<file path="config.mk">
export PLATFORM = sky130hd
export DESIGN_NAME = instr_decode
export DESIGN_NICKNAME = d
export VERILOG_FILES = /design/src/design/decode_pkg.sv /design/src/design/instr_decode.sv /design/src/design/decode_reg.sv /design/src/design/muldiv_decoder.sv /design/src/design/mem_decoder.sv /design/src/design/exec_decoder.sv /design/src/design/flow_decoder.sv /design/src/design/main_decoder.sv
export SDC_FILE = /design/constraint.sdc
export NUM_CORES = 1
export LEC_CHECK = 0
export BUFFER_PORTS_ARGS = -buffer_cell sky130_fd_sc_hd__buf_2
export CAP_MARGIN = 20
export CORE_MARGIN = 2
export CORE_UTILIZATION = 30
export DETAILED_ROUTE_END_ITERATION = 10
export HOLD_SLACK_MARGIN = 0.08
export RECOVER_POWER = 50
export SYNTH_ARGS = -nofsm -noshare
export SYNTH_HDL_FRONTEND = slang
export SYNTH_SLANG_ARGS = --single-unit
</file>
<file path="constraint.sdc">
create_clock -name clk -period 22.3 [get_ports clk]
set_input_delay 4.46 -clock clk [delete_from_list [all_inputs] [get_ports clk]]
set_output_delay 4.46 -clock clk [all_outputs]
set_load 0.005 [all_outputs]
</file>
<file path="src/design/decode_pkg.sv">
package decode_pkg;

    localparam int INSTR_W = 32;
    localparam int OP_W    = 6;
    localparam int FUNCT_W = 6;
    localparam int REG_W   = 5;
    localparam int SHAMT_W = INSTR_W - OP_W - 3 * REG_W - FUNCT_W;  // R-format leftover, 5

    typedef enum logic [OP_W-1:0] {
        OP_SPECIAL  = 6'b000000, OP_REGIMM = 6'b000001, OP_J     = 6'b000010,
        OP_JAL      = 6'b000011, OP_BEQ    = 6'b000100, OP_BNE   = 6'b000101,
        OP_BLEZ     = 6'b000110, OP_BGTZ   = 6'b000111, OP_ADDI  = 6'b001000,
        OP_ADDIU    = 6'b001001, OP_SLTI   = 6'b001010, OP_SLTIU = 6'b001011,
        OP_ANDI     = 6'b001100, OP_ORI    = 6'b001101, OP_XORI  = 6'b001110,
        OP_LUI      = 6'b001111, OP_SPECIAL2 = 6'b011100,
        OP_LB       = 6'b100000, OP_LH     = 6'b100001, OP_LWL   = 6'b100010,
        OP_LW       = 6'b100011, OP_LBU    = 6'b100100, OP_LHU   = 6'b100101,
        OP_LWR      = 6'b100110, OP_SB     = 6'b101000, OP_SH    = 6'b101001,
        OP_SWL      = 6'b101010, OP_SW     = 6'b101011, OP_SWR   = 6'b101110
    } opcode_e;

    typedef enum logic [FUNCT_W-1:0] {
        FN_SLL     = 6'b000000, FN_SRL   = 6'b000010, FN_SRA   = 6'b000011,
        FN_SLLV    = 6'b000100, FN_SRLV  = 6'b000110, FN_SRAV  = 6'b000111,
        FN_JR      = 6'b001000, FN_JALR  = 6'b001001, FN_SYSCALL = 6'b001100,
        FN_BREAK   = 6'b001101, FN_SYNC  = 6'b001111, FN_MFHI  = 6'b010000,
        FN_MTHI    = 6'b010001, FN_MFLO  = 6'b010010, FN_MTLO  = 6'b010011,
        FN_MULT    = 6'b011000, FN_MULTU = 6'b011001, FN_DIV   = 6'b011010,
        FN_DIVU    = 6'b011011, FN_ADD   = 6'b100000, FN_ADDU  = 6'b100001,
        FN_SUB     = 6'b100010, FN_SUBU  = 6'b100011, FN_AND   = 6'b100100,
        FN_OR      = 6'b100101, FN_XOR   = 6'b100110, FN_NOR   = 6'b100111,
        FN_SLT     = 6'b101010, FN_SLTU  = 6'b101011
    } funct_e;

    // SPECIAL2 codes overlap the SPECIAL ones
    localparam logic [FUNCT_W-1:0] FN2_MADD  = 6'b000000;
    localparam logic [FUNCT_W-1:0] FN2_MADDU = 6'b000001;
    localparam logic [FUNCT_W-1:0] FN2_MUL   = 6'b000010;
    localparam logic [FUNCT_W-1:0] FN2_MSUB  = 6'b000100;
    localparam logic [FUNCT_W-1:0] FN2_MSUBU = 6'b000101;

    typedef enum logic [REG_W-1:0] {
        RI_BLTZ = 5'b00000, RI_BGEZ = 5'b00001, RI_BLTZAL = 5'b10000, RI_BGEZAL = 5'b10001
    } regimm_e;

    typedef struct packed {
        opcode_e            op;
        logic [REG_W-1:0]   rs;
        logic [REG_W-1:0]   rt;
        logic [REG_W-1:0]   rd;
        logic [SHAMT_W-1:0] shamt;
        logic [FUNCT_W-1:0] funct;
    } instr_t;

    typedef enum logic [2:0] {
        ALU_ADD, ALU_SUB, ALU_SLT, ALU_SLTU, ALU_AND, ALU_NOR, ALU_OR, ALU_XOR
    } alu_func_e;
    typedef enum logic [1:0] {SFT_LUI, SFT_SLL, SFT_SRA, SFT_SRL} sft_func_e;
    typedef enum logic [2:0] {
        BR_BEQ, BR_BNE, BR_BGEZ, BR_BGTZ, BR_BLEZ, BR_BLTZ, BR_BGEZAL, BR_BLTZAL
    } branch_e;
    typedef enum logic [1:0] {JMP_J, JMP_JR, JMP_JAL, JMP_JALR} jump_e;
    typedef enum logic [2:0] {OUT_ALU, OUT_SHIFT, OUT_HI, OUT_LO, OUT_MUL} out_sel_e;
    typedef enum logic [1:0] {DST_RT, DST_RD, DST_R31} regdst_e;
    typedef enum logic [1:0] {SIZE_BYTE, SIZE_HALF, SIZE_WORD} mem_size_e;
    typedef enum logic [1:0] {LR_NONE, LR_LEFT, LR_RIGHT} lr_e;
    typedef enum logic [1:0] {HILO_MUL, HILO_DIV, HILO_RS} hilo_sel_e;
    typedef enum logic [1:0] {MUL_PLAIN, MUL_ACC, MUL_SUB} mul_mode_e;

    typedef struct packed {
        out_sel_e out_sel;
        logic     regwrite;
        regdst_e  regdst;
        logic     reserved;
        logic     brk;
        logic     syscall;
    } main_ctrl_t;

    typedef struct packed {
        logic    isbranch;
        logic    isjump;
        branch_e branch;
        jump_e   jump;
        logic    link;
    } flow_ctrl_t;

    typedef struct packed {
        alu_func_e alu_func;
        sft_func_e sft_func;
        logic      alu_srcb_sel_rt;
        logic      sft_srcb_sel_rs;
        logic      sft_srca_sel_imm;
        logic      imm_sign;
        logic      intovf_en;
    } exec_ctrl_t;

    typedef struct packed {
        logic      memreq;
        logic      memwr;
        mem_size_e size;
        logic      rdata_sign;
        logic      memtoreg;
        lr_e       lwlr;
        lr_e       swlr;
    } mem_ctrl_t;

    typedef struct packed {
        logic      mul_en;
        logic      mul_sign;
        mul_mode_e mul_mode;
        logic      div_en;
        logic      div_sign;
        hilo_sel_e hi_sel;
        hilo_sel_e lo_sel;
        logic      hi_wen;
        logic      lo_wen;
    } muldiv_ctrl_t;

    typedef struct packed {
        main_ctrl_t   main;
        flow_ctrl_t   flow;
        exec_ctrl_t   exec;
        mem_ctrl_t    mem;
        muldiv_ctrl_t muldiv;
    } ctrl_t;

    typedef struct packed {
        instr_t instr;
        ctrl_t  ctrl;
    } decoded_t;

    function automatic logic is_load(opcode_e op);
        return op inside {OP_LB, OP_LBU, OP_LH, OP_LHU, OP_LW, OP_LWL, OP_LWR};
    endfunction

    function automatic logic is_store(opcode_e op);
        return op inside {OP_SB, OP_SH, OP_SW, OP_SWL, OP_SWR};
    endfunction

endpackage
</file>
<file path="src/design/instr_decode.sv">
`timescale 1ns/100ps

module instr_decode import decode_pkg::*; (
    input  logic     clk,
    input  logic     rst_n,
    input  logic     in_valid,
    input  instr_t   in_data,
    input  logic     out_ready,
    input  logic     flush,
    output logic     in_ready,
    output logic     out_valid,
    output decoded_t out_data
);

    ctrl_t    ctrl;
    decoded_t decoded;

    main_decoder i_main_decoder (
        .instr (in_data),
        .ctrl  (ctrl.main)
    );

    flow_decoder i_flow_decoder (
        .instr (in_data),
        .ctrl  (ctrl.flow)
    );

    exec_decoder i_exec_decoder (
        .instr (in_data),
        .ctrl  (ctrl.exec)
    );

    mem_decoder i_mem_decoder (
        .instr (in_data),
        .ctrl  (ctrl.mem)
    );

    muldiv_decoder i_muldiv_decoder (
        .instr (in_data),
        .ctrl  (ctrl.muldiv)
    );

    assign decoded = '{instr: in_data, ctrl: ctrl};  // Word travels with its controls

    decode_reg i_decode_reg (
        .clk       (clk),
        .rst_n     (rst_n),
        .in_valid  (in_valid),
        .in_data   (decoded),
        .out_ready (out_ready),
        .flush     (flush),
        .in_ready  (in_ready),
        .out_valid (out_valid),
        .out_data  (out_data)
    );

endmodule

</file>
<file path="src/design/decode_reg.sv">
`timescale 1ns/100ps

module decode_reg import decode_pkg::*; (
    input  logic     clk,
    input  logic     rst_n,
    input  logic     in_valid,
    input  decoded_t in_data,
    input  logic     out_ready,
    input  logic     flush,
    output logic     in_ready,
    output logic     out_valid,
    output decoded_t out_data
);

    logic load;

    assign in_ready = !out_valid || out_ready;  // Empty, or emptying this cycle
    assign load     = in_valid && in_ready && !flush;

    always_ff @(posedge clk or negedge rst_n)
    begin
        if (!rst_n)
            out_valid <= 1'b0;
        else if (flush)
            out_valid <= 1'b0;
        else if (in_ready)
            out_valid <= in_valid;
    end

    always_ff @(posedge clk)
    begin
        if (load)
            out_data <= in_data;
    end

endmodule

</file>
<file path="src/design/muldiv_decoder.sv">
`timescale 1ns/100ps

module muldiv_decoder import decode_pkg::*; (
    input  instr_t       instr,
    output muldiv_ctrl_t ctrl
);

    logic is_special;
    logic is_special2;
    logic mult_op;
    logic div_op;
    logic madd_op;
    logic msub_op;
    logic mthi_op;
    logic mtlo_op;

    assign is_special  = instr.op == OP_SPECIAL;
    assign is_special2 = instr.op == OP_SPECIAL2;
    assign mult_op     = is_special && instr.funct inside {FN_MULT, FN_MULTU};
    assign div_op      = is_special && instr.funct inside {FN_DIV, FN_DIVU};
    assign madd_op     = is_special2 && instr.funct inside {FN2_MADD, FN2_MADDU};
    assign msub_op     = is_special2 && instr.funct inside {FN2_MSUB, FN2_MSUBU};
    assign mthi_op     = is_special && instr.funct == FN_MTHI;
    assign mtlo_op     = is_special && instr.funct == FN_MTLO;

    always_comb
    begin
        ctrl.mul_en   = mult_op || madd_op || msub_op || (is_special2 && instr.funct == FN2_MUL);
        ctrl.mul_sign = (is_special && instr.funct == FN_MULT)
                        || (is_special2 && instr.funct inside {FN2_MUL, FN2_MADD, FN2_MSUB});
        ctrl.div_en   = div_op;
        ctrl.div_sign = is_special && instr.funct == FN_DIV;
        ctrl.hi_wen   = mult_op || div_op || madd_op || msub_op || mthi_op;
        ctrl.lo_wen   = mult_op || div_op || madd_op || msub_op || mtlo_op;
        ctrl.mul_mode = MUL_PLAIN;
        if (madd_op)
            ctrl.mul_mode = MUL_ACC;
        else if (msub_op)
            ctrl.mul_mode = MUL_SUB;
        ctrl.hi_sel = HILO_MUL;  // Multiplier result unless divide or move
        ctrl.lo_sel = HILO_MUL;
        if (div_op)
        begin
            ctrl.hi_sel = HILO_DIV;
            ctrl.lo_sel = HILO_DIV;
        end
        if (mthi_op)
            ctrl.hi_sel = HILO_RS;
        if (mtlo_op)
            ctrl.lo_sel = HILO_RS;
    end

endmodule

</file>
<file path="src/design/mem_decoder.sv">
`timescale 1ns/100ps

module mem_decoder import decode_pkg::*; (
    input  instr_t    instr,
    output mem_ctrl_t ctrl
);

    always_comb
    begin
        ctrl.memreq     = is_load(instr.op) || is_store(instr.op);
        ctrl.memwr      = is_store(instr.op);
        ctrl.memtoreg   = is_load(instr.op);
        ctrl.rdata_sign = instr.op inside {OP_LB, OP_LH, OP_LW};
        ctrl.size       = SIZE_BYTE;
        ctrl.lwlr       = LR_NONE;
        ctrl.swlr       = LR_NONE;
        case (instr.op)
            OP_LH, OP_LHU, OP_SH: ctrl.size = SIZE_HALF;
            OP_LW, OP_SW:         ctrl.size = SIZE_WORD;
            OP_LWL:
            begin
                ctrl.size = SIZE_WORD;  // Unaligned forms are word accesses
                ctrl.lwlr = LR_LEFT;
            end
            OP_LWR:
            begin
                ctrl.size = SIZE_WORD;
                ctrl.lwlr = LR_RIGHT;
            end
            OP_SWL:
            begin
                ctrl.size = SIZE_WORD;
                ctrl.swlr = LR_LEFT;
            end
            OP_SWR:
            begin
                ctrl.size = SIZE_WORD;
                ctrl.swlr = LR_RIGHT;
            end
            default: ;
        endcase
    end

endmodule

</file>
<file path="src/design/exec_decoder.sv">
`timescale 1ns/100ps

module exec_decoder import decode_pkg::*; (
    input  instr_t     instr,
    output exec_ctrl_t ctrl
);

    always_comb
    begin
        ctrl.alu_func         = ALU_ADD;  // Also address add for loads and stores
        ctrl.sft_func         = SFT_LUI;
        ctrl.alu_srcb_sel_rt  = 1'b0;
        ctrl.sft_srcb_sel_rs  = 1'b0;
        ctrl.sft_srca_sel_imm = instr.op == OP_LUI;
        ctrl.imm_sign         = instr.op inside {OP_ADDI, OP_ADDIU, OP_SLTI, OP_SLTIU}
                                || is_load(instr.op) || is_store(instr.op);
        ctrl.intovf_en        = instr.op == OP_ADDI;
        case (instr.op)
            OP_SPECIAL:
            begin
                ctrl.alu_srcb_sel_rt = instr.funct inside {FN_ADD, FN_ADDU, FN_SUB, FN_SUBU,
                    FN_SLT, FN_SLTU, FN_AND, FN_OR, FN_XOR, FN_NOR,
                    FN_MULT, FN_MULTU, FN_DIV, FN_DIVU};
                ctrl.sft_srcb_sel_rs = instr.funct inside {FN_SLLV, FN_SRLV, FN_SRAV};
                ctrl.intovf_en       = instr.funct inside {FN_ADD, FN_SUB};
                case (instr.funct)
                    FN_SUB, FN_SUBU: ctrl.alu_func = ALU_SUB;
                    FN_SLT:          ctrl.alu_func = ALU_SLT;
                    FN_SLTU:         ctrl.alu_func = ALU_SLTU;
                    FN_AND:          ctrl.alu_func = ALU_AND;
                    FN_NOR:          ctrl.alu_func = ALU_NOR;
                    FN_OR:           ctrl.alu_func = ALU_OR;
                    FN_XOR:          ctrl.alu_func = ALU_XOR;
                    FN_SLL, FN_SLLV: ctrl.sft_func = SFT_SLL;
                    FN_SRA, FN_SRAV: ctrl.sft_func = SFT_SRA;
                    FN_SRL, FN_SRLV: ctrl.sft_func = SFT_SRL;
                    default: ;
                endcase
            end
            OP_SPECIAL2:  // Accumulating forms read rt as second operand
                ctrl.alu_srcb_sel_rt = instr.funct inside {FN2_MADD, FN2_MADDU,
                    FN2_MSUB, FN2_MSUBU};
            OP_SLTI:  ctrl.alu_func = ALU_SLT;
            OP_SLTIU: ctrl.alu_func = ALU_SLTU;
            OP_ANDI:  ctrl.alu_func = ALU_AND;
            OP_ORI:   ctrl.alu_func = ALU_OR;
            OP_XORI:  ctrl.alu_func = ALU_XOR;
            default: ;
        endcase
    end

endmodule

</file>
<file path="src/design/flow_decoder.sv">
`timescale 1ns/100ps

module flow_decoder import decode_pkg::*; (
    input  instr_t     instr,
    output flow_ctrl_t ctrl
);

    always_comb
    begin
        ctrl.isbranch = 1'b0;
        ctrl.isjump   = 1'b0;
        ctrl.branch   = BR_BEQ;
        ctrl.jump     = JMP_J;
        ctrl.link     = 1'b0;
        case (instr.op)
            OP_BEQ:  ctrl.isbranch = 1'b1;
            OP_BNE:
            begin
                ctrl.isbranch = 1'b1;
                ctrl.branch   = BR_BNE;
            end
            OP_BLEZ:
            begin
                ctrl.isbranch = 1'b1;
                ctrl.branch   = BR_BLEZ;
            end
            OP_BGTZ:
            begin
                ctrl.isbranch = 1'b1;
                ctrl.branch   = BR_BGTZ;
            end
            OP_REGIMM:
            begin
                ctrl.isbranch = 1'b1;  // Unknown rt still counts, flagged reserved elsewhere
                ctrl.link     = instr.rt inside {RI_BLTZAL, RI_BGEZAL};
                case (instr.rt)
                    RI_BLTZ:   ctrl.branch = BR_BLTZ;
                    RI_BGEZ:   ctrl.branch = BR_BGEZ;
                    RI_BLTZAL: ctrl.branch = BR_BLTZAL;
                    RI_BGEZAL: ctrl.branch = BR_BGEZAL;
                    default: ;
                endcase
            end
            OP_J:    ctrl.isjump = 1'b1;
            OP_JAL:
            begin
                ctrl.isjump = 1'b1;
                ctrl.jump   = JMP_JAL;
                ctrl.link   = 1'b1;
            end
            OP_SPECIAL:
            begin
                ctrl.isjump = instr.funct inside {FN_JR, FN_JALR};
                ctrl.link   = instr.funct == FN_JALR;
                if (instr.funct == FN_JR)
                    ctrl.jump = JMP_JR;
                else if (instr.funct == FN_JALR)
                    ctrl.jump = JMP_JALR;
            end
            default: ;
        endcase
    end

endmodule

</file>
<file path="src/design/main_decoder.sv">
`timescale 1ns/100ps

module main_decoder import decode_pkg::*; (
    input  instr_t     instr,
    output main_ctrl_t ctrl
);

    always_comb
    begin
        ctrl.out_sel  = OUT_ALU;
        ctrl.regwrite = 1'b0;
        ctrl.regdst   = DST_RT;
        ctrl.reserved = 1'b0;
        ctrl.brk      = 1'b0;
        ctrl.syscall  = 1'b0;
        case (instr.op)
            OP_SPECIAL:
            begin
                case (instr.funct)
                    FN_ADD, FN_ADDU, FN_SUB, FN_SUBU, FN_SLT, FN_SLTU,
                    FN_AND, FN_OR, FN_XOR, FN_NOR, FN_JALR:
                        ctrl.regwrite = 1'b1;
                    FN_SLL, FN_SRL, FN_SRA, FN_SLLV, FN_SRLV, FN_SRAV:
                    begin
                        ctrl.out_sel  = OUT_SHIFT;
                        ctrl.regwrite = 1'b1;
                    end
                    FN_MFHI:
                    begin
                        ctrl.out_sel  = OUT_HI;
                        ctrl.regwrite = 1'b1;
                    end
                    FN_MFLO:
                    begin
                        ctrl.out_sel  = OUT_LO;
                        ctrl.regwrite = 1'b1;
                    end
                    FN_BREAK:   ctrl.brk = 1'b1;
                    FN_SYSCALL: ctrl.syscall = 1'b1;
                    FN_JR, FN_MULT, FN_MULTU, FN_DIV, FN_DIVU, FN_MTHI, FN_MTLO,
                    FN_SYNC: ;  // No GPR write, SYNC is a no-op
                    default:    ctrl.reserved = 1'b1;
                endcase
            end
            OP_SPECIAL2:
            begin
                case (instr.funct)
                    FN2_MUL:
                    begin
                        ctrl.out_sel  = OUT_MUL;
                        ctrl.regwrite = 1'b1;
                    end
                    FN2_MADD, FN2_MADDU, FN2_MSUB, FN2_MSUBU: ;  // HI/LO only
                    default: ctrl.reserved = 1'b1;
                endcase
            end
            OP_REGIMM:
            begin
                // Anything but plain BLTZ/BGEZ writes r31, even unknown codes
                if (!(instr.rt inside {RI_BLTZ, RI_BGEZ}))
                begin
                    ctrl.regwrite = 1'b1;
                    ctrl.regdst   = DST_R31;
                end
                ctrl.reserved = !(instr.rt inside {RI_BLTZ, RI_BGEZ, RI_BLTZAL, RI_BGEZAL});
            end
            OP_JAL:
            begin
                ctrl.regwrite = 1'b1;
                ctrl.regdst   = DST_R31;
            end
            OP_J, OP_BEQ, OP_BNE, OP_BLEZ, OP_BGTZ: ;
            OP_ADDI, OP_ADDIU, OP_SLTI, OP_SLTIU, OP_ANDI, OP_ORI, OP_XORI:
                ctrl.regwrite = 1'b1;
            OP_LUI:
            begin
                ctrl.out_sel  = OUT_SHIFT;
                ctrl.regwrite = 1'b1;
            end
            default:
            begin
                ctrl.regwrite = is_load(instr.op);
                ctrl.reserved = !is_load(instr.op) && !is_store(instr.op);
            end
        endcase
        if (instr.op inside {OP_SPECIAL, OP_SPECIAL2} && ctrl.regwrite)
            ctrl.regdst = DST_RD;  // R-format result goes to rd
    end

endmodule

</file>
==> results.yml, run 1 <==
status:
  status: "finished clean"
floorplan:
  die-height_um: 112
  num_io_pins: 120
  die_w_um: 112
  core_um2: 11400
  rows: 39
  start_util_pct: 30.7
  die_area_um2: 12500
global_route:
  grt_pass1_vias: 2431
  grt_max_degree: 82
  overflow: 0
  antenna_found_initial: 0
  grtUsageTotal_pct: 12.9
  grt_pass1_wl_um: 12500
placement:
  dp_hpwl_um: 5560
  dpl_cell_area_um2: 4220
  portBuffers: 119
  gp_congestion: 0.796
sta:
  hold_viol: 0
  period_minus_slack_ns: 9.42
  slew_viol_final: 0
  max_freq_mhz: 106
  period_share_pct: 42.2
  relSlewSlack_pct: 27.0
  setup-tns-final_ns: 0
  worst_pin_slew_ns: 1.10
  finalSetupViolCount: 0
  rsz0062_at_grt: "no"
  fin_skew_ns: 0.00386
setup_path:
  critPathKind: "in2out"
  regToRegSetupSlack_ns: 20.39
  cp-start-kind: "input port"
  worstPathMaxFanout: 3
  crit_required_ns: 17.84
  end_kind: "output pin"
  crit_arrival_ns: 4.96
run:
  cap_violations: 0
finish:
  layout_common_cells: "81 x edfxtp_1, 61 x buf_2, 56 x clkbuf_1, 20 x nor2_1, 16 x nand2_1"
  syn_to_final_growth_pct: 27.2
  postLayoutCellArea_um2: 4450
  drive_gt1_share_pct: 22.4
  fill_cells: 1097
  multi_input_area_um2: 945
  layout_commonest_cell: "edfxtp_1"
  diodes: 0
  seq_area_um2: 2460
  fin_nets: 412
hold_path:
  hold_path.class: "reg2reg"
synthesis:
  synth_top_family_by_area: "simple AND/OR/NAND/NOR gates"
  synthCells: 262
  synth_fa_ha_area_share_pct: 0
  synth_compound_area_share_pct: 10.5
  synthArstFlopShare_pct: 1.22
  ys_seq_elements: 82
  synth.distinct_cells: 52
  ys_warn_count: 0
  synth_edf_count: 81
  synth_area_per_cell_um2: 13.4
  synthSimpleGateAreaFrac_pct: 15.6
  synth.cell_area_um2: 3500
  syn-num-nets: 299
  synth-seq-area-share_pct: 70.2
  muxShareOfSynthArea_pct: 0.286
  synth_xor_area_share_pct: 0.500
  synth_ff_type: "edfxtp_1"
power:
  p_leak_nw: 1.53
  p_per_area_nw_per_um2: 80.9
  finalPower_w: 0.000360
  ir_drop_mv: 0.0614
route:
  post_drt_via_cell_ratio: 4.92
  drt_first_pass_iters: 4
  routed_wl_um: 8260
  route.detailed.wl_per_inst_um: 15.8
  drc: 0
  num_vias: 2568
  postRouteAntennaNets: 0
  drt_iter0_markers: 194
clock_tree:
  cts_sinks: 82
  cts_tree: "yes"
  cts_buffers: 9
  clk_latency_ns: 0.34
  ctsResizeCount: 0
  cts_root_buffer: "clkbuf_16"
  cts.path.max_buffers: 2
  cts.clk_slew.worst_paths_ns: 0.06
  h-tree-depth: 3
  cts_setup_buffers: 0
  cts_hold_buffers: 0
[sequential cells by signal, indices dropped and copies added (netlist names)]
signal	cells
i_decode_reg.out_data	81
i_decode_reg.out_valid	1
[power by group]
group / switching (W) / internal [W]
combinational: 0.0000182 / 0.00000991
sequential: 0.00000165 / 0.000177
clock: 0.0000564 / 0.0000967
[critical path, cell delays in order]
cell and delay [ns]:
buf_2 0.09, nor2b_1 0.22, inv_1 0.06, buf_2 0.13
[metrics by stage]
step	utilization (%)	hold slack, ns	worst slack, ns	std cells
final	39.0	0.699	12.88	522
after global routing	39.0	0.742	12.82	522
after CTS	39.6	0.704	12.89	522
after detailed placement	36.9	0.691	12.89	507
after global placement	36.9	0.667	12.92	507
after floorplan	-	0.665	11.26	262
[cells by family (layout without fill, tap and decap cells)]
family | count (synthesis) | after routing
mux | 1 | 1
compound gates | 52 | 52
flops | 82 | 82
simple gates | 98 | 98
xor+xnor | 2 | 2
buf+inv | 27 | 144
[synthesized netlist by cell type, types with 3 or more instances]
cell,count,area share (%)
a21oi_1,10,1.4
a2bb2oi_1,3,0.75
o21ai_0,8,1.1
o22ai_1,4,0.71
inv_1,9,0.96
nor2_1,20,2.1
nor4_1,4,0.71
o2bb2ai_1,3,0.75
o21a_1,3,0.64
o32ai_1,5,1.3
nor3b_1,3,0.64
clkbuf_1,14,1.5
nor3_1,13,1.9
nand2b_1,9,1.6
and3_1,4,0.71
nor2b_1,6,1.1
nand2_1,16,1.7
edfxtp_1,81,69
or3_1,3,0.54
[path summary, 6_finish.rpt]
kind / depth (start not counted) / startpoint / to
setup / recovery: 4 / out_ready / in_ready
hold / removal: 3 / i_decode_reg.out_valid / i_decode_reg.out_valid
setup reg to reg: 3 / i_decode_reg.out_valid / i_decode_reg.out_data[26]
hold reg to reg: 3 / i_decode_reg.out_valid / i_decode_reg.out_valid
max in group asynchronous: 1 / rst_n / i_decode_reg.out_valid
min in group asynchronous: 1 / rst_n / i_decode_reg.out_valid
[cell type report]
cell class                      instances  area share [%]
Multi-Input combinational cell        153            21.2
Timing Repair Buffer                  120            11.9
Tap cell                              143            4.02
Clock buffer                            9            5.06
Inverter                                9           0.759
Clock inverter                          6            1.83
Sequential cell                        82            55.2
[metal layers]
metal  wire length (µm)  global-route usage (%)  vias to the layer above
met5                  0                       0                        -
met4                166                    6.99                        0
met3                673                    4.32                       14
met2               3520                    18.2                      118
met1               3900                    17.5                     1209
li1                   -                       -                     1227
(Power assumes the default switching activity.)
==> run 2: changes to the inputs <==
==> constraint.sdc (replaced) <==
create_clock -name clk -period 9.61 [get_ports clk]
set_input_delay 1.922 -clock clk [delete_from_list [all_inputs] [get_ports clk]]
set_output_delay 1.922 -clock clk [all_outputs]
set_load 0.005 [all_outputs]
==> results.yml, run 2 (synthesized netlist as in run 1, its figures left out) <==
power:
  p_comb_share_pct: 8.1
  p_int_w: 0.000634
  ir_drop_mv: 0.0678
  clkPwrFrac_pct: 40.7
  pwr-share-seq_pct: 51.2
  p_sw_w: 0.000177
  p_per_area_nw_per_um2: 182
  p_sw_share_pct: 21.8
  p_leak_nw: 1.54
global_route:
  busiest_layer: "met2"
  grt_max_degree: 82
  grt_pass1_wl_um: 12900
  grtUsageTotal_pct: 13.3
  grtUsageMet1_pct: 18.8
  grt_use_met3_pct: 4.37
  antenna_found_initial: 0
  overflow: 0
  use_met2_pct: 19.2
  grt_pass1_vias: 2469
route:
  drt_first_pass_iters: 5
  route.detailed.wl_per_inst_um: 16.0
  routed_wl_um: 8350
  drt_iter0_markers: 241
  postRouteAntennaNets: 0
  post_drt_via_cell_ratio: 4.90
  num_vias: 2558
  drc: 0
clock_tree:
  cts_root_buffer: "clkbuf_16"
  h-tree-depth: 3
  clk_latency_ns: 0.33
  cts_hold_buffers: 0
  cts.clk_slew.worst_paths_ns: 0.06
  cts_buffers: 9
  cts_tree: "yes"
  cts_sinks: 82
  ctsResizeCount: 0
  cts.path.max_buffers: 2
  cts_setup_buffers: 0
placement:
  dp_hpwl_um: 5660
  portBuffers: 119
  gp_congestion: 0.777
  place_inst: 507
finish:
  syn_to_final_growth_pct: 26.9
  layout.cells.non_filler: 522
  layout_commonest_cell: "edfxtp_1"
  largest_reg_flops: 81
  layout_common_cells: "81 x edfxtp_1, 71 x buf_2, 49 x clkbuf_1, 20 x nor2_1, 16 x nand2_1"
  fin_nets: 412
  diodes: 0
  top_regs: "i_decode_reg.out_data: 81 flops, i_decode_reg.out_valid: 1 flops"
  fill_cells: 1137
  regMostFlops: "i_decode_reg.out_data"
  drive_gt1_share_pct: 25.1
status:
  status: "finished clean"
sta:
  max_freq_mhz: 230
  fin_skew_ns: 0.00257
  setup-tns-final_ns: 0
  worst_pin_slew_ns: 1.13
  relSlewSlack_pct: 24.9
  period_minus_slack_ns: 4.35
  rsz0062_at_grt: "no"
  finalSetupViolCount: 0
  hold_viol: 0
  slew_viol_final: 0
  period_share_pct: 45.2
floorplan:
  rows: 39
  start_util_pct: 30.7
  die_area_um2: 12500
  core_um2: 11400
  die-height_um: 112
  num_io_pins: 120
  die_w_um: 112
setup_path:
  cpMostUsedCell: "buf_2"
  crit_slowest_cell: "nor2b_1"
  critPathMaxStageDelay_ns: 0.22
  cp-start-kind: "input port"
  crit_arrival_ns: 2.42
  worstPathMaxFanout: 3
  critPathKind: "in2out"
  crit_chain: "buf_2 -> nor2b_1 -> inv_1 -> buf_2"
  crit_required_ns: 7.69
  end_kind: "output pin"
run:
  cap_violations: 0
hold_path:
  hold_path.class: "reg2reg"
-- run 2: cell type report --
cell class	count	area, µm²	area share, %
clock buffers	10	229	5.15
clock inverters	5	55.1	1.24
inverters	9	33.8	0.761
multi-input cells	153	945	21.3
flip-flops and latches	82	2460	55.3
well taps	143	179	4.03
repair buffers	120	543	12.2
-- run 2: power groups by stage --
stage                     clock (W)  combinational [W]  sequential [W]
final                      0.000330          0.0000656        0.000415
after global routing       0.000357          0.0000733        0.000416
after floorplan                   0          0.0000319        0.000427
after CTS                  0.000341          0.0000687        0.000415
after global placement            0          0.0000678        0.000422
after detailed placement          0          0.0000685        0.000422
-- run 2: stage by stage --
step           hold WS, ns  area (µm²)  setup slack, ns  total power, W  util, %
4_1_cts              0.707        4500             5.27        0.000825     39.4
3_3_place_gp         0.667        4220             5.30        0.000490     36.9
5_1_grt              0.742        4440             5.20        0.000847     38.9
6_report             0.705        4440             5.26        0.000810     38.9
3_5_place_dp         0.694        4220             5.27        0.000491     36.9
2_1_floorplan        0.665        3500             1.11        0.000459        -
-- run 2: final timing paths --
| kind | from | end | slack (ns) | cells after the start |
|---|---|---|---|---|
| setup / recovery | out_ready | in_ready | 5.26 | 4 |
| hold / removal | i_decode_reg.out_valid | i_decode_reg.out_valid | 0.71 | 3 |
| setup reg to reg | i_decode_reg.out_valid | i_decode_reg.out_data[26] | 7.67 | 3 |
| hold reg to reg | i_decode_reg.out_valid | i_decode_reg.out_valid | 0.71 | 3 |
| max in group asynchronous | rst_n | i_decode_reg.out_valid | 8.17 | 1 |
| min in group asynchronous | rst_n | i_decode_reg.out_valid | 1.35 | 1 |
-- run 2: layer usage --
| metal | wire (µm) | vias up | part of all wire (%) |
|---|---|---|---|
| met5 | 0 | - | 0 |
| met4 | 74 | 0 | 0.89 |
| met3 | 573 | 5 | 6.9 |
| met2 | 3780 | 102 | 45 |
| met1 | 3920 | 1228 | 47 |
| li1 | - | 1223 | - |
-- run 2: critical path, delay by kind of cell --
kind | cells | cell delay, ns
buffers and inverters | 3 | 0.28
AND/OR/NAND/NOR | 1 | 0.22
==> run 3: changes to the inputs <==
==> constraint.sdc (replaced) <==
create_clock -name clk -period 4.4 [get_ports clk]
set_input_delay 0.88 -clock clk [delete_from_list [all_inputs] [get_ports clk]]
set_output_delay 0.88 -clock clk [all_outputs]
set_load 0.005 [all_outputs]
==> results.yml, run 3 (synthesized netlist as in run 1, its figures left out) <==
route:
  routed_wl_um: 8670
  wl_met1_um: 4060
  top_layer: "met4"
  post_drt_via_cell_ratio: 4.89
  drc: 0
  postRouteAntennaNets: 0
  route.met3.wl_um: 682
  drt_iter0_markers: 224
  route.detailed.wl_per_inst_um: 16.6
  drt_first_pass_iters: 6
  num_vias: 2558
  wl_met2_um: 3870
global_route:
  grt_pass1_wl_um: 13400
  grtUsageTotal_pct: 13.9
  antenna_found_initial: 0
  overflow: 0
  grt_max_degree: 82
  grt_pass1_vias: 2517
finish:
  postLayoutCellArea_um2: 4470
  multi_input_area_um2: 951
  largest_reg_flops: 81
  top_regs: "i_decode_reg.out_data: 81 flops, i_decode_reg.out_valid: 1 flops"
  syn_to_final_growth_pct: 27.6
  seq_area_um2: 2460
  regMostFlops: "i_decode_reg.out_data"
  layout_common_cells: "81 x edfxtp_1, 64 x buf_2, 55 x clkbuf_1, 20 x nor2_1, 16 x nand2_1"
  fill_cells: 1126
  layout_commonest_cell: "edfxtp_1"
  fin_nets: 412
  drive_gt1_share_pct: 23.4
  fin_util_pct: 39.1
  diodes: 0
sta:
  rsz0062_at_grt: "no"
  fin_skew_ns: 0.00322
  relSlewSlack_pct: 27.8
  setup-tns-final_ns: 0
  worst_pin_slew_ns: 1.08
  worst_slack_ns: 1.51
  max_freq_mhz: 346
  period_share_pct: 65.7
  finalSetupViolCount: 0
  hold_viol: 0
  hold_slack_ns: 0.302
  slew_viol_final: 0
  period_minus_slack_ns: 2.89
power:
  p_per_area_nw_per_um2: 410
  p_leak_nw: 1.53
  ir_drop_mv: 0.211
clock_tree:
  cts_buffers: 9
  cts_tree: "yes"
  cts_hold_buffers: 0
  clk_latency_ns: 0.34
  cts.path.max_buffers: 2
  cts_root_buffer: "clkbuf_16"
  cts_sinks: 82
  cts.clk_slew.worst_paths_ns: 0.06
  ctsResizeCount: 0
  cts_setup_buffers: 0
  h-tree-depth: 3
placement:
  portBuffers: 119
  gp_congestion: 0.863
  place_ws_ns: 1.61
  dpl_cell_area_um2: 4220
  dp_hpwl_um: 6050
floorplan:
  die_area_um2: 12500
  start_util_pct: 30.7
  die_w_um: 112
  num_io_pins: 120
  die-height_um: 112
  core_um2: 11400
  rows: 39
hold_path:
  hold_path.class: "in2async"
setup_path:
  cp-start-kind: "input port"
  crit_slowest_cell: "or4b_2"
  end_kind: "flip-flop"
  worstPathMaxFanout: 20
  critPathMaxStageDelay_ns: 0.70
  path_delay_family: "simple AND/OR/NAND/NOR gates"
  crit_required_ns: 4.48
  crit_arrival_ns: 2.97
  r2r_cells: 3
  path_buf_inv: 1
  cp_num_cells: 5
  crit_chain: "clkbuf_1 -> nand2_1 -> or4b_2 -> a221oi_1 -> a31oi_1"
  critPathKind: "in2reg"
status:
  status: "finished clean"
run:
  cap_violations: 0
==> run 3: cell count changes in the layout (fill, tap and decap cells not counted) <==
cell / before / now
buf_2: 71 / 64
bufinv_16: 1 / 2
nor3b_2: 1 / 0
nor3b_4: 0 / 1
clkinv_2: 1 / 2
inv_6: 1 / 0
clkbuf_1: 49 / 55
buf_1: 0 / 1
==> run 3: path summary, 6_finish.rpt <==
path	start	end	slack, ns
max in group asynchronous	rst_n	i_decode_reg.out_valid	4.02
hold / removal	rst_n	i_decode_reg.out_valid	0.30
hold reg to reg	i_decode_reg.out_valid	i_decode_reg.out_valid	0.71
setup / recovery	in_data[29]	i_decode_reg.out_data[45]	1.51
min in group clk	i_decode_reg.out_valid	i_decode_reg.out_valid	0.71
setup reg to reg	i_decode_reg.out_valid	i_decode_reg.out_data[63]	2.47
==> run 3: worst register-to-register path, cell delays in order, from the launching register on <==
cell and delay, ns:
dfrtp_1 0.37, nor2b_1 0.17, nor3b_4 0.17, buf_4 0.78
==> run 3: through the flow <==
step,power (W),instances
after floorplan,0.000999,262
after global placement,0.00107,507
after detailed placement,0.00107,507
after CTS,0.00186,523
after global routing,0.00191,523
final,0.00183,523
==> run 3: area by class of cell <==
cell class | count | area share (%)
clock buffer | 10 | 5.13
clock inverter | 6 | 1.82
inverter | 9 | 0.757
multi-input combinational | 153 | 21.3
sequential | 82 | 55.0
tap | 143 | 4.01
timing repair buffer | 120 | 12.0
==> run 3: where the power goes <==
| group | switching (W) | total [W] | internal, W |
|---|---|---|---|
| Sequential | 0.00000950 | 0.000907 | 0.000897 |
| Combinational | 0.0000926 | 0.000144 | 0.0000511 |
| Clock | 0.000289 | 0.000782 | 0.000493 |
| Total | 0.000391 | 0.00183 | 0.00144 |
==> run 3: metal layers <==
metal	vias up	global-route usage, %
li1	1227	-
met1	1225	19.6
met2	99	20.0
met3	7	5.40
met4	0	3.90
met5	-	0
